File: config.mk
export PLATFORM = sky130hd
export DESIGN_NAME = audio_fx_top
export DESIGN_NICKNAME = d
export VERILOG_FILES = /design/src/rtl/audio_fx_pkg.sv /design/src/rtl/audio_fx_top.sv /design/src/rtl/delay_line_ctrl.sv /design/src/rtl/sample_ram.sv /design/src/rtl/soft_clipper.sv /design/src/rtl/tremolo_mod.sv
export VERILOG_INCLUDE_DIRS = /design/src /design/src/rtl
export SDC_FILE = /design/constraint.sdc
export NUM_CORES = 1
export LEC_CHECK = 0
export ABC_AREA = 0
export BUFFER_PORTS_ARGS = -buffer_cell sky130_fd_sc_hd__buf_2
export CAP_MARGIN = 20
export CORE_MARGIN = 10
export CORE_UTILIZATION = 40
export DETAILED_ROUTE_END_ITERATION = 10
export REMOVE_ABC_BUFFERS = 1
export SLEW_MARGIN = 20
export SYNTH_ARGS = -nofsm -noshare
export SYNTH_HDL_FRONTEND = slang
export SYNTH_SLANG_ARGS = --single-unit
File: constraint.sdc
create_clock -name clk -period 6.25 [get_ports clk]
set_input_delay 0.625 -clock clk [delete_from_list [all_inputs] [get_ports clk]]
set_output_delay 0.625 -clock clk [all_outputs]
set_load 0.02 [all_outputs]
File: src/rtl/audio_fx_macros.svh
`ifndef AFX_MACROS_SVH
`define AFX_MACROS_SVH

// echo and reverb delay, in samples
`define AFX_DELAY_SAMPLES 16

// sample memory address width, 32 entries
`define AFX_ADDR_W 5

// soft clip knee magnitude
`define AFX_CLIP_KNEE 64

// triangle steps per half period of the tremolo
`define AFX_TREM_STEPS 8

// lowest tremolo gain, in sixteenths
`define AFX_TREM_BASE 8

`endif

File: src/rtl/audio_fx_pkg.sv
`default_nettype none
`include "audio_fx_macros.svh"

package audio_fx_pkg;

    typedef logic signed [7:0] sample_t; // one mono audio sample

    // effect select codes, 5..7 fall back to bypass
    typedef enum logic [2:0] {
        fx_bypass    = 3'd0,
        fx_tremolo   = 3'd1,
        fx_echo      = 3'd2,
        fx_soft_clip = 3'd3,
        fx_reverb    = 3'd4
    } fx_sel_e;

    typedef enum logic {
        mem_read  = 1'b0,
        mem_write = 1'b1
    } mem_op_e;

    // request word held stable for a whole req/ack cycle
    typedef struct packed {
        mem_op_e                op;    // read or write
        logic [`AFX_ADDR_W-1:0] addr;  // slot in sample memory
        sample_t                wdata; // write payload
    } mem_req_t;

endpackage

`default_nettype wire

File: src/rtl/audio_fx_top.sv
`default_nettype none

module audio_fx_top (
    input  logic                  clk,
    input  logic                  rst,
    input  audio_fx_pkg::sample_t audio_in,
    input  audio_fx_pkg::fx_sel_e sel,
    input  logic                  sample_en,
    output logic                  sample_ready,
    output audio_fx_pkg::sample_t audio_out,
    output logic                  out_valid
);

    logic                   accept;    // strobe while ready
    audio_fx_pkg::sample_t  sample_q;
    audio_fx_pkg::fx_sel_e  sel_q;
    audio_fx_pkg::sample_t  trem_out;
    audio_fx_pkg::sample_t  clip_out;
    audio_fx_pkg::sample_t  delay_out;
    audio_fx_pkg::sample_t  result;
    logic                   done;
    audio_fx_pkg::mem_req_t mem_req;
    logic                   req;
    logic                   ack;
    audio_fx_pkg::sample_t  mem_rdata;

    assign accept = sample_en && sample_ready;

    tremolo_mod tremolo_i (
        .clk       (clk),
        .rst       (rst),
        .advance   (accept),   // index steps in every mode
        .audio_in  (sample_q),
        .audio_out (trem_out)
    );

    soft_clipper clipper_i (
        .audio_in  (sample_q),
        .audio_out (clip_out)
    );

    delay_line_ctrl delay_i (
        .clk       (clk),
        .rst       (rst),
        .start     (accept),   // every sample goes through the ring
        .audio_in  (audio_in),
        .reverb    (sel == audio_fx_pkg::fx_reverb),
        .delay_out (delay_out),
        .done      (done),
        .mem_req   (mem_req),
        .req       (req),
        .ack       (ack),
        .mem_rdata (mem_rdata)
    );

    sample_ram ram_i (
        .clk       (clk),
        .rst       (rst),
        .mem_req   (mem_req),
        .req       (req),
        .ack       (ack),
        .mem_rdata (mem_rdata)
    );

    always_ff @(posedge clk) begin
        if (accept) begin
            sample_q <= audio_in;
            sel_q    <= sel;
        end
    end

    always_comb begin
        case (sel_q)
            audio_fx_pkg::fx_tremolo:   result = trem_out;
            audio_fx_pkg::fx_soft_clip: result = clip_out;
            audio_fx_pkg::fx_echo,
            audio_fx_pkg::fx_reverb:    result = delay_out;
            default:                    result = sample_q; // bypass and spare codes
        endcase
    end

    always_ff @(posedge clk or posedge rst) begin
        if (rst) begin
            sample_ready <= 1'b1;
            out_valid    <= 1'b0;
            audio_out    <= '0;
        end else begin
            out_valid <= done; // one cycle after done
            if (accept) begin
                sample_ready <= 1'b0; // busy until result
            end
            if (done) begin
                sample_ready <= 1'b1;
                audio_out    <= result; // held until next valid
            end
        end
    end

    strobe_only_when_ready: assert property (@(posedge clk) disable iff (rst)
        sample_en |-> sample_ready);

    valid_single_pulse: assert property (@(posedge clk) disable iff (rst)
        out_valid |=> !out_valid);

endmodule

`default_nettype wire

File: src/rtl/delay_line_ctrl.sv
`default_nettype none
`include "audio_fx_macros.svh"

module delay_line_ctrl (
    input  logic                   clk,
    input  logic                   rst,
    input  logic                   start,
    input  audio_fx_pkg::sample_t  audio_in,
    input  logic                   reverb,
    output audio_fx_pkg::sample_t  delay_out,
    output logic                   done,
    output audio_fx_pkg::mem_req_t mem_req,
    output logic                   req,
    input  logic                   ack,
    input  audio_fx_pkg::sample_t  mem_rdata
);

    localparam int unsigned       ADDR_W    = `AFX_ADDR_W;
    localparam logic [ADDR_W-1:0] LAST_SLOT = ADDR_W'(`AFX_DELAY_SAMPLES - 1);
    localparam logic [ADDR_W-1:0] FULL      = ADDR_W'(`AFX_DELAY_SAMPLES);

    typedef enum logic [2:0] {
        st_idle,
        st_rd_req,
        st_rd_rel,
        st_wr_req,
        st_wr_rel,
        st_done
    } state_e;

    state_e                state;
    logic [ADDR_W-1:0]     ptr;      // ring slot, 0..DELAY-1
    logic [ADDR_W-1:0]     fill;     // samples written, saturates at DELAY
    logic                  reverb_q; // mode of the sample in flight
    audio_fx_pkg::sample_t sample_q; // sample in flight
    audio_fx_pkg::sample_t wdata_q;  // value stored back into the ring
    audio_fx_pkg::sample_t delay_q;  // effect result
    audio_fx_pkg::sample_t past;     // sample from DELAY ago
    logic signed [8:0]     sum;
    audio_fx_pkg::sample_t mix;

    always_comb begin
        past = (fill == FULL) ? mem_rdata : '0; // unwritten history is silence
        sum  = {sample_q[7], sample_q} + {past[7], past[7], past[7:1]}; // x + past/2
        if (sum[8] != sum[7]) begin
            mix = sum[8] ? 8'sh80 : 8'sh7f; // clamp to -128 / +127
        end else begin
            mix = sum[7:0];
        end
    end

    always_comb begin
        mem_req.op    = (state == st_wr_req) ? audio_fx_pkg::mem_write : audio_fx_pkg::mem_read;
        mem_req.addr  = ptr;     // same slot for read and write
        mem_req.wdata = wdata_q;
    end

    always_ff @(posedge clk or posedge rst) begin
        if (rst) begin
            state <= st_idle;
            req   <= 1'b0;
            ptr   <= '0;
            fill  <= '0;
        end else begin
            case (state)
                st_idle: if (start) begin
                    req   <= 1'b1; // ack is low here
                    state <= st_rd_req;
                end
                st_rd_req: if (ack) begin
                    req   <= 1'b0;
                    state <= st_rd_rel;
                end
                st_rd_rel: if (!ack) begin
                    req   <= 1'b1; // write phase
                    state <= st_wr_req;
                end
                st_wr_req: if (ack) begin
                    req   <= 1'b0;
                    ptr   <= (ptr == LAST_SLOT) ? '0 : ptr + 1'b1;
                    if (fill != FULL) begin
                        fill <= fill + 1'b1;
                    end
                    state <= st_wr_rel;
                end
                st_wr_rel: if (!ack) begin
                    state <= st_done; // slave idle again
                end
                default: state <= st_idle; // st_done
            endcase
        end
    end

    always_ff @(posedge clk) begin
        if (state == st_idle && start) begin
            sample_q <= audio_in;
            reverb_q <= reverb;
        end
        if (state == st_rd_req && ack) begin
            delay_q <= mix;                          // rdata valid with ack
            wdata_q <= reverb_q ? mix : sample_q;    // reverb stores its output
        end
    end

    assign delay_out = delay_q;
    assign done      = (state == st_done);

    // four-phase rule, req only falls after ack was seen
    req_held_until_ack: assert property (@(posedge clk) disable iff (rst)
        $fell(req) |-> $past(ack));

endmodule

`default_nettype wire

File: src/rtl/sample_ram.sv
`default_nettype none
`include "audio_fx_macros.svh"

module sample_ram (
    input  logic                   clk,
    input  logic                   rst,
    input  audio_fx_pkg::mem_req_t mem_req,
    input  logic                   req,
    output logic                   ack,
    output audio_fx_pkg::sample_t  mem_rdata
);

    localparam int DEPTH = 2 ** `AFX_ADDR_W;

    audio_fx_pkg::sample_t mem [DEPTH];
    logic                  take; // new request seen

    assign take = req && !ack;

    always_ff @(posedge clk or posedge rst) begin
        if (rst) begin
            ack       <= 1'b0;
            mem_rdata <= '0;
        end else if (take) begin
            ack <= 1'b1;
            if (mem_req.op == audio_fx_pkg::mem_read) begin
                mem_rdata <= mem[mem_req.addr]; // valid with ack
            end
        end else if (!req && ack) begin
            ack <= 1'b0; // release phase
        end
    end

    always_ff @(posedge clk) begin
        if (take && mem_req.op == audio_fx_pkg::mem_write) begin
            mem[mem_req.addr] <= mem_req.wdata; // same edge as ack rise
        end
    end

    // master must hold the request word for the whole req high window
    req_word_stable: assert property (@(posedge clk) disable iff (rst)
        req && $past(req) |-> $stable(mem_req));

endmodule

`default_nettype wire

File: src/rtl/soft_clipper.sv
`default_nettype none
`include "audio_fx_macros.svh"

module soft_clipper (
    input  audio_fx_pkg::sample_t audio_in,
    output audio_fx_pkg::sample_t audio_out
);

    localparam logic [7:0] KNEE = 8'(`AFX_CLIP_KNEE);

    logic       neg;   // input sign
    logic [7:0] mag;   // |x|, 128 fits unsigned
    logic [7:0] mag_c; // magnitude after the knee

    always_comb begin
        neg = audio_in[7];
        if (neg) begin
            mag = ~audio_in + 8'd1; // -128 gives 128
        end else begin
            mag = audio_in;
        end

        if (mag > KNEE) begin
            mag_c = KNEE + ((mag - KNEE) >> 1); // half slope above knee
        end else begin
            mag_c = mag; // linear region
        end

        // max is 96, the sign restore never overflows
        if (neg) begin
            audio_out = ~mag_c + 8'd1;
        end else begin
            audio_out = mag_c;
        end
    end

endmodule

`default_nettype wire

File: src/rtl/tremolo_mod.sv
`default_nettype none
`include "audio_fx_macros.svh"

module tremolo_mod (
    input  logic                  clk,
    input  logic                  rst,
    input  logic                  advance,
    input  audio_fx_pkg::sample_t audio_in,
    output audio_fx_pkg::sample_t audio_out
);

    logic [3:0]         idx;       // position in 16-sample period
    logic [3:0]         tri_step;  // 0..7 up, 7..0 down
    logic [4:0]         gain_next; // gain for the current index
    logic [4:0]         gain_q;    // gain of the last accepted sample
    logic signed [13:0] prod;

    always_comb begin
        if (idx < 4'(`AFX_TREM_STEPS)) begin
            tri_step = idx; // rising half
        end else begin
            tri_step = 4'(2 * `AFX_TREM_STEPS - 1) - idx; // falling half
        end
        gain_next = 5'(`AFX_TREM_BASE) + {1'b0, tri_step};
    end

    always_ff @(posedge clk or posedge rst) begin
        if (rst) begin
            idx    <= '0;
            gain_q <= 5'(`AFX_TREM_BASE);
        end else if (advance) begin
            idx    <= idx + 4'd1;   // wraps at 16
            gain_q <= gain_next;    // freeze gain before the step
        end
    end

    // sample * gain / 16, floor via arithmetic shift
    assign prod      = audio_in * $signed({1'b0, gain_q});
    assign audio_out = prod[11:4]; // gain <= 15/16 so no overflow

endmodule

`default_nettype wire
Word level (Yosys, flattened, before mapping)
Memories as Yosys holds them, arrays and structs flattened. A register that Yosys moved wholly into a read port is not among the register bits.
Index checks and enable logic that the tools add are counted.
{"block": "classes", "n_mul": 1, "n_bitwise": 3, "muxes": 27, "n_eq_ne": 20, "order_cmp": 2, "reduce_logical": 19, "addsub": 10}
{"operator": "$mux W8", "count": 7}
{"operator": "$pmux W8 S3", "count": 1}
{"operator": "$add A8 B1 Y8 const B", "count": 2}
{"operator": "$not A8 Y8", "count": 2}
{"operator": "$mux W3", "count": 5}
{"operator": "$pmux W3 S5", "count": 1}
{"operator": "$eq A3 B2 Y1 const B", "count": 4}
{"operator": "$eq A3 B3 Y1 const B", "count": 4}
{"operator": "$mul A8 B6 Y12", "count": 1}
{"operator": "$add A5 B1 Y5 const B", "count": 2}
{"operator": "$mux W1", "count": 10}
{"operator": "$add A8 B7 Y9", "count": 1}
{"operator": "$add A7 B7 Y8 const A", "count": 1}
{"operator": "$gt A8 B7 Y1 const B", "count": 1}
{"operator": "$ne A2 B1 Y1 const B", "count": 4}
{"operator": "$sub A8 B7 Y8 const B", "count": 1}
{"operator": "$eq A3 B1 Y1 const B", "count": 2}
{"operator": "$logic_and A1 B1 Y1", "count": 6}
{"operator": "$add A4 B4 Y5 const A", "count": 1}
{"operator": "$eq A5 B4 Y1 const B", "count": 1}
{"operator": "$eq A5 B5 Y1 const B", "count": 1}
{"operator": "$mux W5", "count": 1}
{"operator": "$ne A5 B5 Y1 const B", "count": 1}
{"operator": "$reduce_and A5 Y1", "count": 1}
{"operator": "other kinds (16)", "count": 21}
{"block": "totals", "out_inout_bits": 10, "mem_count": 1, "elab_cells": 99, "input_bits": 14, "register_bits": 70, "ram_bits": 256}
{"memory": "ram_i.mem", "depth": 32, "width": 8, "read_ports": 1, "rd_ports_with_merged_regs": 1, "wr": 1, "line_no": "sample_ram.sv:15", "source": "audio_fx_pkg::sample_t mem [DEPTH];"}

Logic depth before layout (Yosys ltp)
Gate-level depths: netlist (run 1).
{"block": "logic_depth", "depth_word": 10, "ltp_mapped": 21, "ltp_nobuf": 18}

By module
From an unflattened synthesis (run 1), not the netlist that was laid out.
{"block": "hier_totals", "cells_unflattened": 1149, "area_unflattened_um2": 16260.6}
{"mod": "sample_ram", "seq_area_each_um2": 7912.6, "instances": 1, "area_per_inst_um2": 10462.5, "cells_per_inst": 563}
{"mod": "delay_line_ctrl", "seq_area_each_um2": 1101.1, "instances": 1, "area_per_inst_um2": 2149.6, "cells_per_inst": 196}
{"mod": "tremolo_mod", "seq_area_each_um2": 175.2, "instances": 1, "area_per_inst_um2": 1368.8, "cells_per_inst": 146}
{"mod": "audio_fx_top", "seq_area_each_um2": 581.8, "instances": 1, "area_per_inst_um2": 1320.0, "cells_per_inst": 111}
{"mod": "soft_clipper", "seq_area_each_um2": 0.0, "instances": 1, "area_per_inst_um2": 959.7, "cells_per_inst": 133}

Worst setup path after synthesis (run 1)
No wires, ideal clock.
{"block": "synth_timing", "kind": "register -> register", "startpoint": "reg sample_q[7]", "endpoint": "reg audio_out[5]", "n_path_buf": 3, "period_less_slack_ns": 4.376, "t_required_ns": 6.128, "setup_ns": 0.122, "setup_slack_ns": 1.874, "arrival_ns": 4.255, "stages_incl_launch_ff": 18, "path_cell_list": "edfxtp_1 > clkbuf_1 > clkbuf_1 > clkbuf_1 > and2_1 > fa_1 > fa_1 > inv_1 > fa_1 > inv_1 > ha_1 > inv_1 > and3_1 > a41oi_1 > nor3b_1 > nand3_1 > nor2_1 > nor3_1"}
{"block": "synth_between", "elab_chain_len": 9, "word_cells_on_any_way": 12, "cone_classes": "add/sub (4); mul (1); order compare (1); mux (4); bitwise (2)"}
{"item": "start: declaration", "line_no": "audio_fx_top.sv:15", "source": "audio_fx_pkg::sample_t sample_q;"}
{"item": "start signal: assignment", "line_no": "audio_fx_top.sv:67", "source": "sample_q <= audio_in;"}
{"item": "$not A8 Y8", "line_no": "soft_clipper.sv:18", "source": "mag = ~audio_in + 8'd1;"}
{"item": "$add A8 B1 Y8", "line_no": "soft_clipper.sv:18"}
{"item": "$mux W8", "line_no": "soft_clipper.sv:17", "source": "if (neg) begin"}
{"item": "$gt A8 B7 Y1", "line_no": "soft_clipper.sv:23", "source": "if (mag > KNEE) begin"}
{"item": "$mux W8", "line_no": "soft_clipper.sv:23"}
{"item": "$not A8 Y8", "line_no": "soft_clipper.sv:31", "source": "audio_out = ~mag_c + 8'd1;"}
{"item": "$add A8 B1 Y8", "line_no": "soft_clipper.sv:31"}
{"item": "$mux W8", "line_no": "soft_clipper.sv:30", "source": "if (neg) begin"}
{"item": "$pmux W8 S3 (*)", "line_no": "audio_fx_top.sv:73", "source": "case (sel_q)"}
{"item": "end signal: assignment", "line_no": "audio_fx_top.sv:94", "source": "audio_out <= result;"}
{"item": "end: declaration", "line_no": "audio_fx_top.sv:10", "source": "output audio_fx_pkg::sample_t audio_out,"}
Mark *: on every way between the ends. The rest lies on a longest branch, timed or not.
A chain may end at the register's enable or synchronous reset.

Final worst setup path (run 1)
{"block": "layout_timing", "startpoint": "reg sample_q[3]", "endpoint": "reg audio_out[5]"}
{"block": "layout_between", "elab_chain_len": 10, "word_cells_on_any_way": 12, "cone_classes": "add/sub (4); mul (1); order compare (1); mux (4); bitwise (2)"}
{"item": "$not A8 Y8", "line_no": "soft_clipper.sv:18"}
{"item": "$add A8 B1 Y8", "line_no": "soft_clipper.sv:18"}
{"item": "$mux W8", "line_no": "soft_clipper.sv:17"}
{"item": "$sub A8 B7 Y8", "line_no": "soft_clipper.sv:24", "source": "mag_c = KNEE + ((mag - KNEE) >> 1);"}
{"item": "$add A7 B7 Y8", "line_no": "soft_clipper.sv:24"}
{"item": "$mux W8", "line_no": "soft_clipper.sv:23"}
{"item": "$not A8 Y8", "line_no": "soft_clipper.sv:31"}
{"item": "$add A8 B1 Y8", "line_no": "soft_clipper.sv:31"}
{"item": "$mux W8", "line_no": "soft_clipper.sv:30"}
{"item": "$pmux W8 S3 (*)", "line_no": "audio_fx_top.sv:73"}
Marks and branches as above.

==> results.md, run 1 <==
- Share of layout cells above drive strength 1: 0.166
- Via density: 5.45
- Crit-path slowest cell: edfxtp_1
- Ys Warns: 0
- Combinational share of power: 0.282
- I/O pins: 24
- Ant. Diodes: 0
- Hold_buf cts: 0
- Critical path class: reg2reg
- Die area: 0.0436 mm²
- Buf/Inv on CP: 2
- Clock-pin transition on the worst setup and hold timing paths: 0.07 ns
- Flop pwr share: 0.409
- CTS root buffer: clkbuf_16
- Longest Clk Path Bufs: 3
- Most common flop cell mapped by yosys: edfxtp_1
- Switch Pwr: 2.08 mW
- CP Max Fanout: 14
- Worst-Skew Late Latency: 0.54 ns
- Number of remaining DRC errors: 0
- Register area: 0.00876 mm²
- Commonest cells after routing, fill and taps aside: edfxtp_1 (259), nand2_1 (70), nor2_1 (62)
- Most frequent CP cell: fa_1
- Power per standard cell area: 403 mW/mm²
- Synth cell types: 76
- Mapped cell area: 0.0142 mm²
- IO Port Bufs: 23
- Startpoint Class: flip-flop
- Core footprint: 0.0354 mm²
- Largest net degree at the start of global routing: 45
- Fillers: 3135
- Min Tclk post-route: 4.42 ns
- Syn-to-layout area delta: 12.9%
- Net count, final: 1092
- Vias in the first global route: 8305
- Register-to-Register Path Depth: 14
- Slowest cell delay on critical path: 0.61 ns
- Die Ht: 209 µm
- Status: complete, no violations
- Post-DP HPWL: 20.5 mm
- Leak: 5.63 nW
- ANT nets after route: 0
- Top delay family on crit path: adder cells
- Total gr overflow: 0
- Post-CTS resize count: 0
- Post-layout util: 0.454
- Placed Cells: 1440
- Final Hold Viols: 0
- Slew headroom: 0.299
- Share of flip-flops with an asynchronous set or reset: 0.131
- CTS tree: done
- Final std cells w/o fill: 1507
- Setup TNS: 0 ns
- Worst-margin pin slew: 1.04 ns
- Register area share after synthesis: 0.614
- Detailed-route via count: 8215
- Initial antenna violation count: 0
- Fin. max-slew vios: 0
- Worst Hold Class: in2async
- Instance count on the critical path: 14
- Detailed-route wire length: 31.3 mm
- # Max-Cap Violations: 0
- Routability cong.: 0.839
- RSZ-0062 raised after global routing: no
- WL per Instance: 20.8 µm
- Total CTS buffers: 34
- Clk pwr share: 0.309
- Syn Inst Count: 989
- Gr usage total: 0.142
- Peak VDD IR: 0.282 mV
- Sw Ratio: 0.320
- Final setup fails: 0
- Starting Density: 0.403
- Synth Area per Inst: 14.4 µm²
- Data arrival, critical path: 4.83 ns
- WP data required: 6.67 ns
- Period utilization: 0.707
- Die width: 209 µm
- CTS Sinks: 298
- Worst setup EP type: flip-flop
- Seq cells post-synth: 298
- Rows: 69
- Area of the multi-input gates: 0.00510 mm²
- Setup Skew: 0.0252 ns
- Initial DRC count: 654
- H-Tree Depth: 2
- DRT Pass-1 Iters: 5
- Fmax: 226 MHz
- Critical-path cell list: and2_1 > fa_1 > inv_1 > fa_1 > fa_1 > inv_1 > ha_1 > a211oi_1 > o21bai_1 > a41oi_1 > nor3b_1 > nand3_1 > nor2_1 > nor3_1
- First-pass GRT wire length: 48.9 mm
- Pint: 4.40 mW
- # Post-CTS Setup Buffers: 0
- Number of synthesized flops with an enable pin: 259
- Most common cell after layout, fill and taps aside: edfxtp_1
[kinds of logic (layout without fill, tap and decap cells)]
| family | count (synthesis) | after routing | synth area share |
|---|---|---|---|
| flops | 298 | 298 | 0.614 |
| simple gates | 244 | 244 | 0.0851 |
| compound gates | 166 | 166 | 0.0798 |
| buf+inv | 108 | 160 | 0.0297 |
| mux | 85 | 85 | 0.110 |
| fa+ha+maj | 57 | 57 | 0.0627 |
| xor+xnor | 29 | 29 | 0.0178 |
| other cells | 2 | 7 | 0.000527 |
[path summary, 6_finish.rpt]
path	start	to	slack [ns]
worst max-delay path	sample_q[3]$_DFFE_PP_	audio_out[5]$_DFFE_PP0P_	1.83
worst min register to register	ram_i.mem_rdata[5]$_DFFE_PP0P_	ram_i.mem_rdata[5]$_DFFE_PP0P_	0.46
max in group asynchronous	rst	delay_i.ptr[0]$_DFFE_PP0P_	5.58
min in group clk	sample_en	sample_ready$_DFFE_PP1P_	0.25
worst min-delay path	rst	audio_out[3]$_DFFE_PP0P_	0.23
worst max register to register	sample_q[3]$_DFFE_PP_	audio_out[5]$_DFFE_PP0P_	1.83
[tightest hold or removal path, cell delays in order]
cell	delay [ns]
buf_2	0.10
clkinv_1	0.03
buf_4	0.45
[power by group through the flow]
stage | clock, mW | combinational, mW | sequential [mW]
detailed placement | 0 | 1.78 | 2.74
floorplan | 0 | 1.28 | 2.69
global route | 2.13 | 2.03 | 2.70
CTS | 2.05 | 1.78 | 2.70
global placement | 0 | 1.76 | 2.73
finish | 2.00 | 1.83 | 2.65
[per-stage QoR]
| step | setup WS (ns) | instance area [µm²] | power, mW | hold WS, ns |
|---|---|---|---|---|
| 6_report | 1.83 | 16100 | 6.48 | 0.229 |
| 5_1_grt | 1.52 | 16100 | 6.86 | 0.246 |
| 4_1_cts | 1.80 | 16000 | 6.53 | 0.223 |
| 3_5_place_dp | 1.81 | 14900 | 4.51 | 0.456 |
| 3_3_place_gp | 1.87 | 14900 | 4.49 | 0.455 |
| 2_1_floorplan | 2.24 | 14100 | 3.98 | 0.430 |
[state kept, by name, summed over array words and instances (netlist names), 3 cells and up]
signal	flops
tremolo_i.idx	4
sel_q	3
sample_q	8
audio_out	8
delay_i.state	3
ram_i.mem	224
delay_i.delay_out	8
delay_i.fill	5
delay_i.ptr	5
delay_i.wdata_q	7
delay_i.sample_q	8
tremolo_i.gain_q	3
ram_i.mem_rdata	7
[per-layer routing]
metal / part of all wire / GRT usage / wire [µm]
met2: 0.47 / 0.227 / 14800
met1: 0.45 / 0.189 / 14100
met4: 0.027 / 0.0511 / 839
met3: 0.052 / 0.0279 / 1630
met5: 0 / 0 / 0
[layout make-up]
type,instances,share of cell area
Sequential cell,298,0.545
Tap cell,461,0.0359
Clock inverter,23,0.0159
Multi-Input combinational cell,588,0.317
Clock buffer,38,0.0545
Inverter,61,0.0142
Timing Repair Buffer,38,0.0177
[synthesized netlist by cell type, types with 6 or more instances]
library cell  instances  area (µm²)
mux2_2               12         135
nand3_1              12        60.1
nand2_1              70         263
nor2b_1              13        81.3
a22o_1                6        52.6
nor2_1               62         233
nand3b_1              6        45.0
o21ai_0              35         175
clkbuf_1             31         116
a221oi_1              9        78.8
a22oi_1               7        52.6
nand4_1               8        50.1
buf_1                 7        26.3
nand2b_1              6        37.5
dfrtp_1              38         951
buf_2                 8        40.0
mux2i_1              16         160
nor3b_1               8        60.1
a21oi_1              31         155
a211oi_1              7        52.6
edfxtp_1            259        7780
nor3_1               14        70.1
ha_1                 33         413
mux4_2               56        1260
o21ai_1               7        35.0
a21o_1                6        45.0
inv_1                61         229
and2_1               22         138
xnor2_1              26         228
fa_1                 24         480
Power figures use the tool's default switching activity.
==> run 2: changes to the inputs <==
Settings changed: ABC_AREA 0 to 1.
Clock period 6.25 ns to 4 ns, I/O delays scaled along.
==> run 2 against run 1 <==
Final cell count is 18% higher. Synthesized cell count increased by 27%. Hold slack lost 0.21 ns. Flip-flop and latch count did not move.
==> results.md, run 2 <==
- Commonest cells after routing, fill and taps aside: edfxtp_1 (259), nor2_1 (189), nand2_1 (182)
- Synth cell types: 48 (-37%)
- Starting Density: 0.403 (+0.000630)
- Register-to-Register Path Depth: 19 (+5)
- Detailed-route via count: 9283 (+13%)
- RR Startpoint: tremolo_i.gain_q[2]$_DFFE_PP0P_
- Final setup fails: 0 (unchanged)
- Peak VDD IR: 0.358 mV (+27%)
- Number of remaining DRC errors: 0 (unchanged)
- First-pass GRT wire length: 51.8 mm (+6.0%)
- Hold Path End: sample_ready$_DFFE_PP1P_
- WP data required: 4.45 ns (-2.22 ns)
- Synth Area per Inst: 11.0 µm² (-23%)
- Vias in the first global route: 9313 (+12%)
- Worst-Skew Late Latency: 0.56 ns (+0.02 ns)
- Die area: 0.0425 mm² (-2.5%)
- Die Ht: 206 µm (-1.2%)
- Most flops, register: ram_i.mem
- # Max-Cap Violations: 0 (unchanged)
- Initial DRC count: 598 (-8.6%)
- CP Max Fanout: 7 (-7)
- Crit-path slowest cell: fa_1
- Ant. Diodes: 0 (unchanged)
- H-Tree Depth: 1 (-1)
- Period utilization: 0.942 (+0.235)
- Fmax: 265 MHz (+17%)
- Hold_buf cts: 0 (unchanged)
- Worst-margin pin slew: 0.952 ns (-0.0917 ns)
- FF-to-FF End: audio_out[6]$_DFFE_PP0P_
- Synth area leader: edfxtp_1
- Initial antenna violation count: 0 (unchanged)
- Post-synth top area share: 0.561 (+0.0154)
- Via density: 5.20 (-4.6%)
- Most common flop cell mapped by yosys: edfxtp_1
- Share of layout cells above drive strength 1: 0.114 (-0.0528)
- Seq cells post-synth: 298 (unchanged)
- Total gr overflow: 0 (unchanged)
- Net count, final: 1382 (+27%)
- Total CTS buffers: 31 (-8.8%)
- Longest Clk Path Bufs: 3 (unchanged)
- Pwr Total: 10.1 mW (+56%)
- Largest net degree at the start of global routing: 75 (+67%)
- Core footprint: 0.0344 mm² (-2.9%)
- Slew headroom: 0.361 (+0.0620)
- Rows: 68 (-1.4%)
- Buf/Inv on CP: 4 (+2)
- Hold wc startpoint: sample_en
- Critical-path cell list: buf_4 > nand2_1 > inv_1 > fa_1 > fa_1 > inv_1 > fa_1 > inv_1 > ha_1 > nand2_1 > a21oi_1 > a211oi_2 > nand3_1 > nand2_1 > nor2_1 > a211oi_1 > nand2_1 > nand2_1 > nand2_1
- CTS tree: done
- Status: complete, no violations
- Number of synthesized flops with an enable pin: 259 (unchanged)
- Critical path class: reg2reg
- Final Worst Setup Slack: 0.232 ns (-1.60 ns)
- CTS Sinks: 298 (unchanged)
- Final Hold Viols: 0 (unchanged)
- Top-count cell post-synth: edfxtp_1
- Routability cong.: 0.851 (+1.4%)
- Min Tclk post-route: 3.77 ns (-0.649 ns)
- R2R setup slack: 0.23 ns (-1.60 ns)
- Post-DP HPWL: 21.1 mm (+3.0%)
- ANT nets after route: 0 (unchanged)
- WL per Instance: 18.3 µm (-12%)
- Share of flip-flops with an asynchronous set or reset: 0.131 (unchanged)
- Power per standard cell area: 645 mW/mm² (+60%)
- Gr usage total: 0.155 (+0.0130)
- Setup WS pre-CTS: 0.167 ns (-1.64 ns)
- DRT Pass-1 Iters: 5 (unchanged)
- Register area share after synthesis: 0.632 (+0.0173)
- Worst Hold Class: in2reg
- Max reg flops: 224 (unchanged)
- Most common cell after layout, fill and taps aside: edfxtp_1
- Top delay family on crit path: adder cells
- Detailed-route wire length: 32.7 mm (+4.3%)
- Slowest cell delay on critical path: 0.55 ns (-0.06 ns)
- Syn-to-layout area delta: 13.1%
- Worst setup EP type: flip-flop
- Mapped cell area: 0.0139 mm² (-2.7%)
- Dominant cells by area after synthesis: edfxtp_1 (56%), dfrtp_1 (6.9%), nor2_1 (5.1%), nand2_1 (4.9%), o21ai_0 (4.6%)
- Clock-pin transition on the worst setup and hold timing paths: 0.07 ns (about the same)
- IO Port Bufs: 23 (unchanged)
- Fin. max-slew vios: 0 (unchanged)
- Most frequent cells after synthesis: edfxtp_1 (259), nor2_1 (189), nand2_1 (182)
- Data arrival, critical path: 4.22 ns (-0.61 ns)
- I/O pins: 24 (unchanged)
- Ys Warns: 0 (unchanged)
- Hold depth: 2
- Syn Inst Count: 1256 (+27%)
- Most frequent CP cell: nand2_1
- Die width: 206 µm (-1.2%)
- RSZ-0062 raised after global routing: yes
- Leak: 5.94 nW (+5.4%)
- CTS root buffer: clkbuf_16
- Setup Skew: 0.0197 ns (-0.00556 ns)
- Startpoint Class: flip-flop
-- run 2: cell count changes after synthesis, sizes merged, moves of 13 or more --
| cell | change |
|---|---|
| mux4 | -56 |
| o21ai | +98 |
| o22ai | +51 |
| nor2 | +128 |
| and2 | -22 |
| nor2b | -13 |
| nand2 | +120 |
| mux2 | -13 |
| inv | +66 |
| nand3 | +34 |
| xnor2 | -15 |
| mux2i | -15 |
-- run 2: cells by family after synthesis --
family          count (synthesis)  synth area share
compound gates                255             0.107
xor+xnor                       18            0.0114
fa+ha+maj                      57            0.0645
buf+inv                       174            0.0482
flops                         298             0.632
mux                             1           0.00162
other cells                     2          0.000542
simple gates                  451             0.135
-- run 2: area by class of cell --
cell class              count  area, µm²
clock inverters            15        105
repair buffers             63        458
multi-input cells         789       4490
inverters                 128        480
fillers                  3201      18700
flip-flops and latches    298       8760
well taps                 455        569
clock buffers              37        808
-- run 2: worst reg2reg max path, cell delays in order (launching register included) --
cell and delay (ns):
dfrtp_2 0.44, buf_4 0.16, nand2_1 0.05, inv_1 0.05
fa_1 0.55, fa_1 0.53, inv_1 0.06, fa_1 0.53
inv_1 0.04, ha_1 0.33, nand2_1 0.09, a21oi_1 0.05
a211oi_2 0.19, nand3_1 0.11, nand2_1 0.07, nor2_1 0.04
a211oi_1 0.19, nand2_1 0.08, nand2_1 0.07, nand2_1 0.05
-- run 2: power by group --
group	switching, mW	total, mW	internal, mW
sequential	0.285	3.94	3.65
combinational	2.26	3.54	1.27
clock	1.14	2.63	1.49
-- run 2: layer usage --
| layer | vias to the layer above | GRT usage | share of wire |
|---|---|---|---|
| li1 | 4477 | - | - |
| met1 | 4521 | 0.210 | 0.46 |
| met2 | 234 | 0.258 | 0.48 |
| met3 | 51 | 0.0191 | 0.045 |
| met4 | 0 | 0.0427 | 0.021 |
| met5 | - | 0 | 0 |
-- run 2: repair_timing --
action	CTS	global route
setup buffers	0	2
gates resized for setup	0	6
hold endpoints to repair	0	0
setup endpoints to repair	0	2
-- run 2: through the flow --
step | TNS [ns] | utilization | hold WS (ns) | instances | area [µm²]
after floorplan | -0.194 | - | 0.446 | 1215 | 13700
after detailed placement | 0 | 0.426 | 0.468 | 1727 | 14600
final | 0 | 0.456 | 0.0213 | 1785 | 15700
after CTS | 0 | 0.452 | 0.00110 | 1779 | 15600
after global placement | 0 | 0.426 | 0.464 | 1727 | 14600
after global routing | -0.0864 | 0.456 | 0.0228 | 1785 | 15700
-- run 2: how the worst max path moves through the flow --
stage                                          startpoint                             end  slack (ns)  cells after the start
final                     tremolo_i.gain_q[2]$_DFFE_PP0P_        audio_out[6]$_DFFE_PP0P_        0.23                     19
after global routing      tremolo_i.gain_q[2]$_DFFE_PP0P_        audio_out[7]$_DFFE_PP0P_       -0.07                     22
after CTS                 tremolo_i.gain_q[2]$_DFFE_PP0P_        audio_out[7]$_DFFE_PP0P_        0.15                     22
after detailed placement  tremolo_i.gain_q[2]$_DFFE_PP0P_        audio_out[7]$_DFFE_PP0P_        0.17                     22
after global placement    tremolo_i.gain_q[2]$_DFFE_PP0P_        audio_out[7]$_DFFE_PP0P_        0.19                     22
after floorplan                delay_i.ptr[0]$_DFFE_PP0P_  ram_i.mem_rdata[7]$_DFFE_PP0P_       -0.07                      8
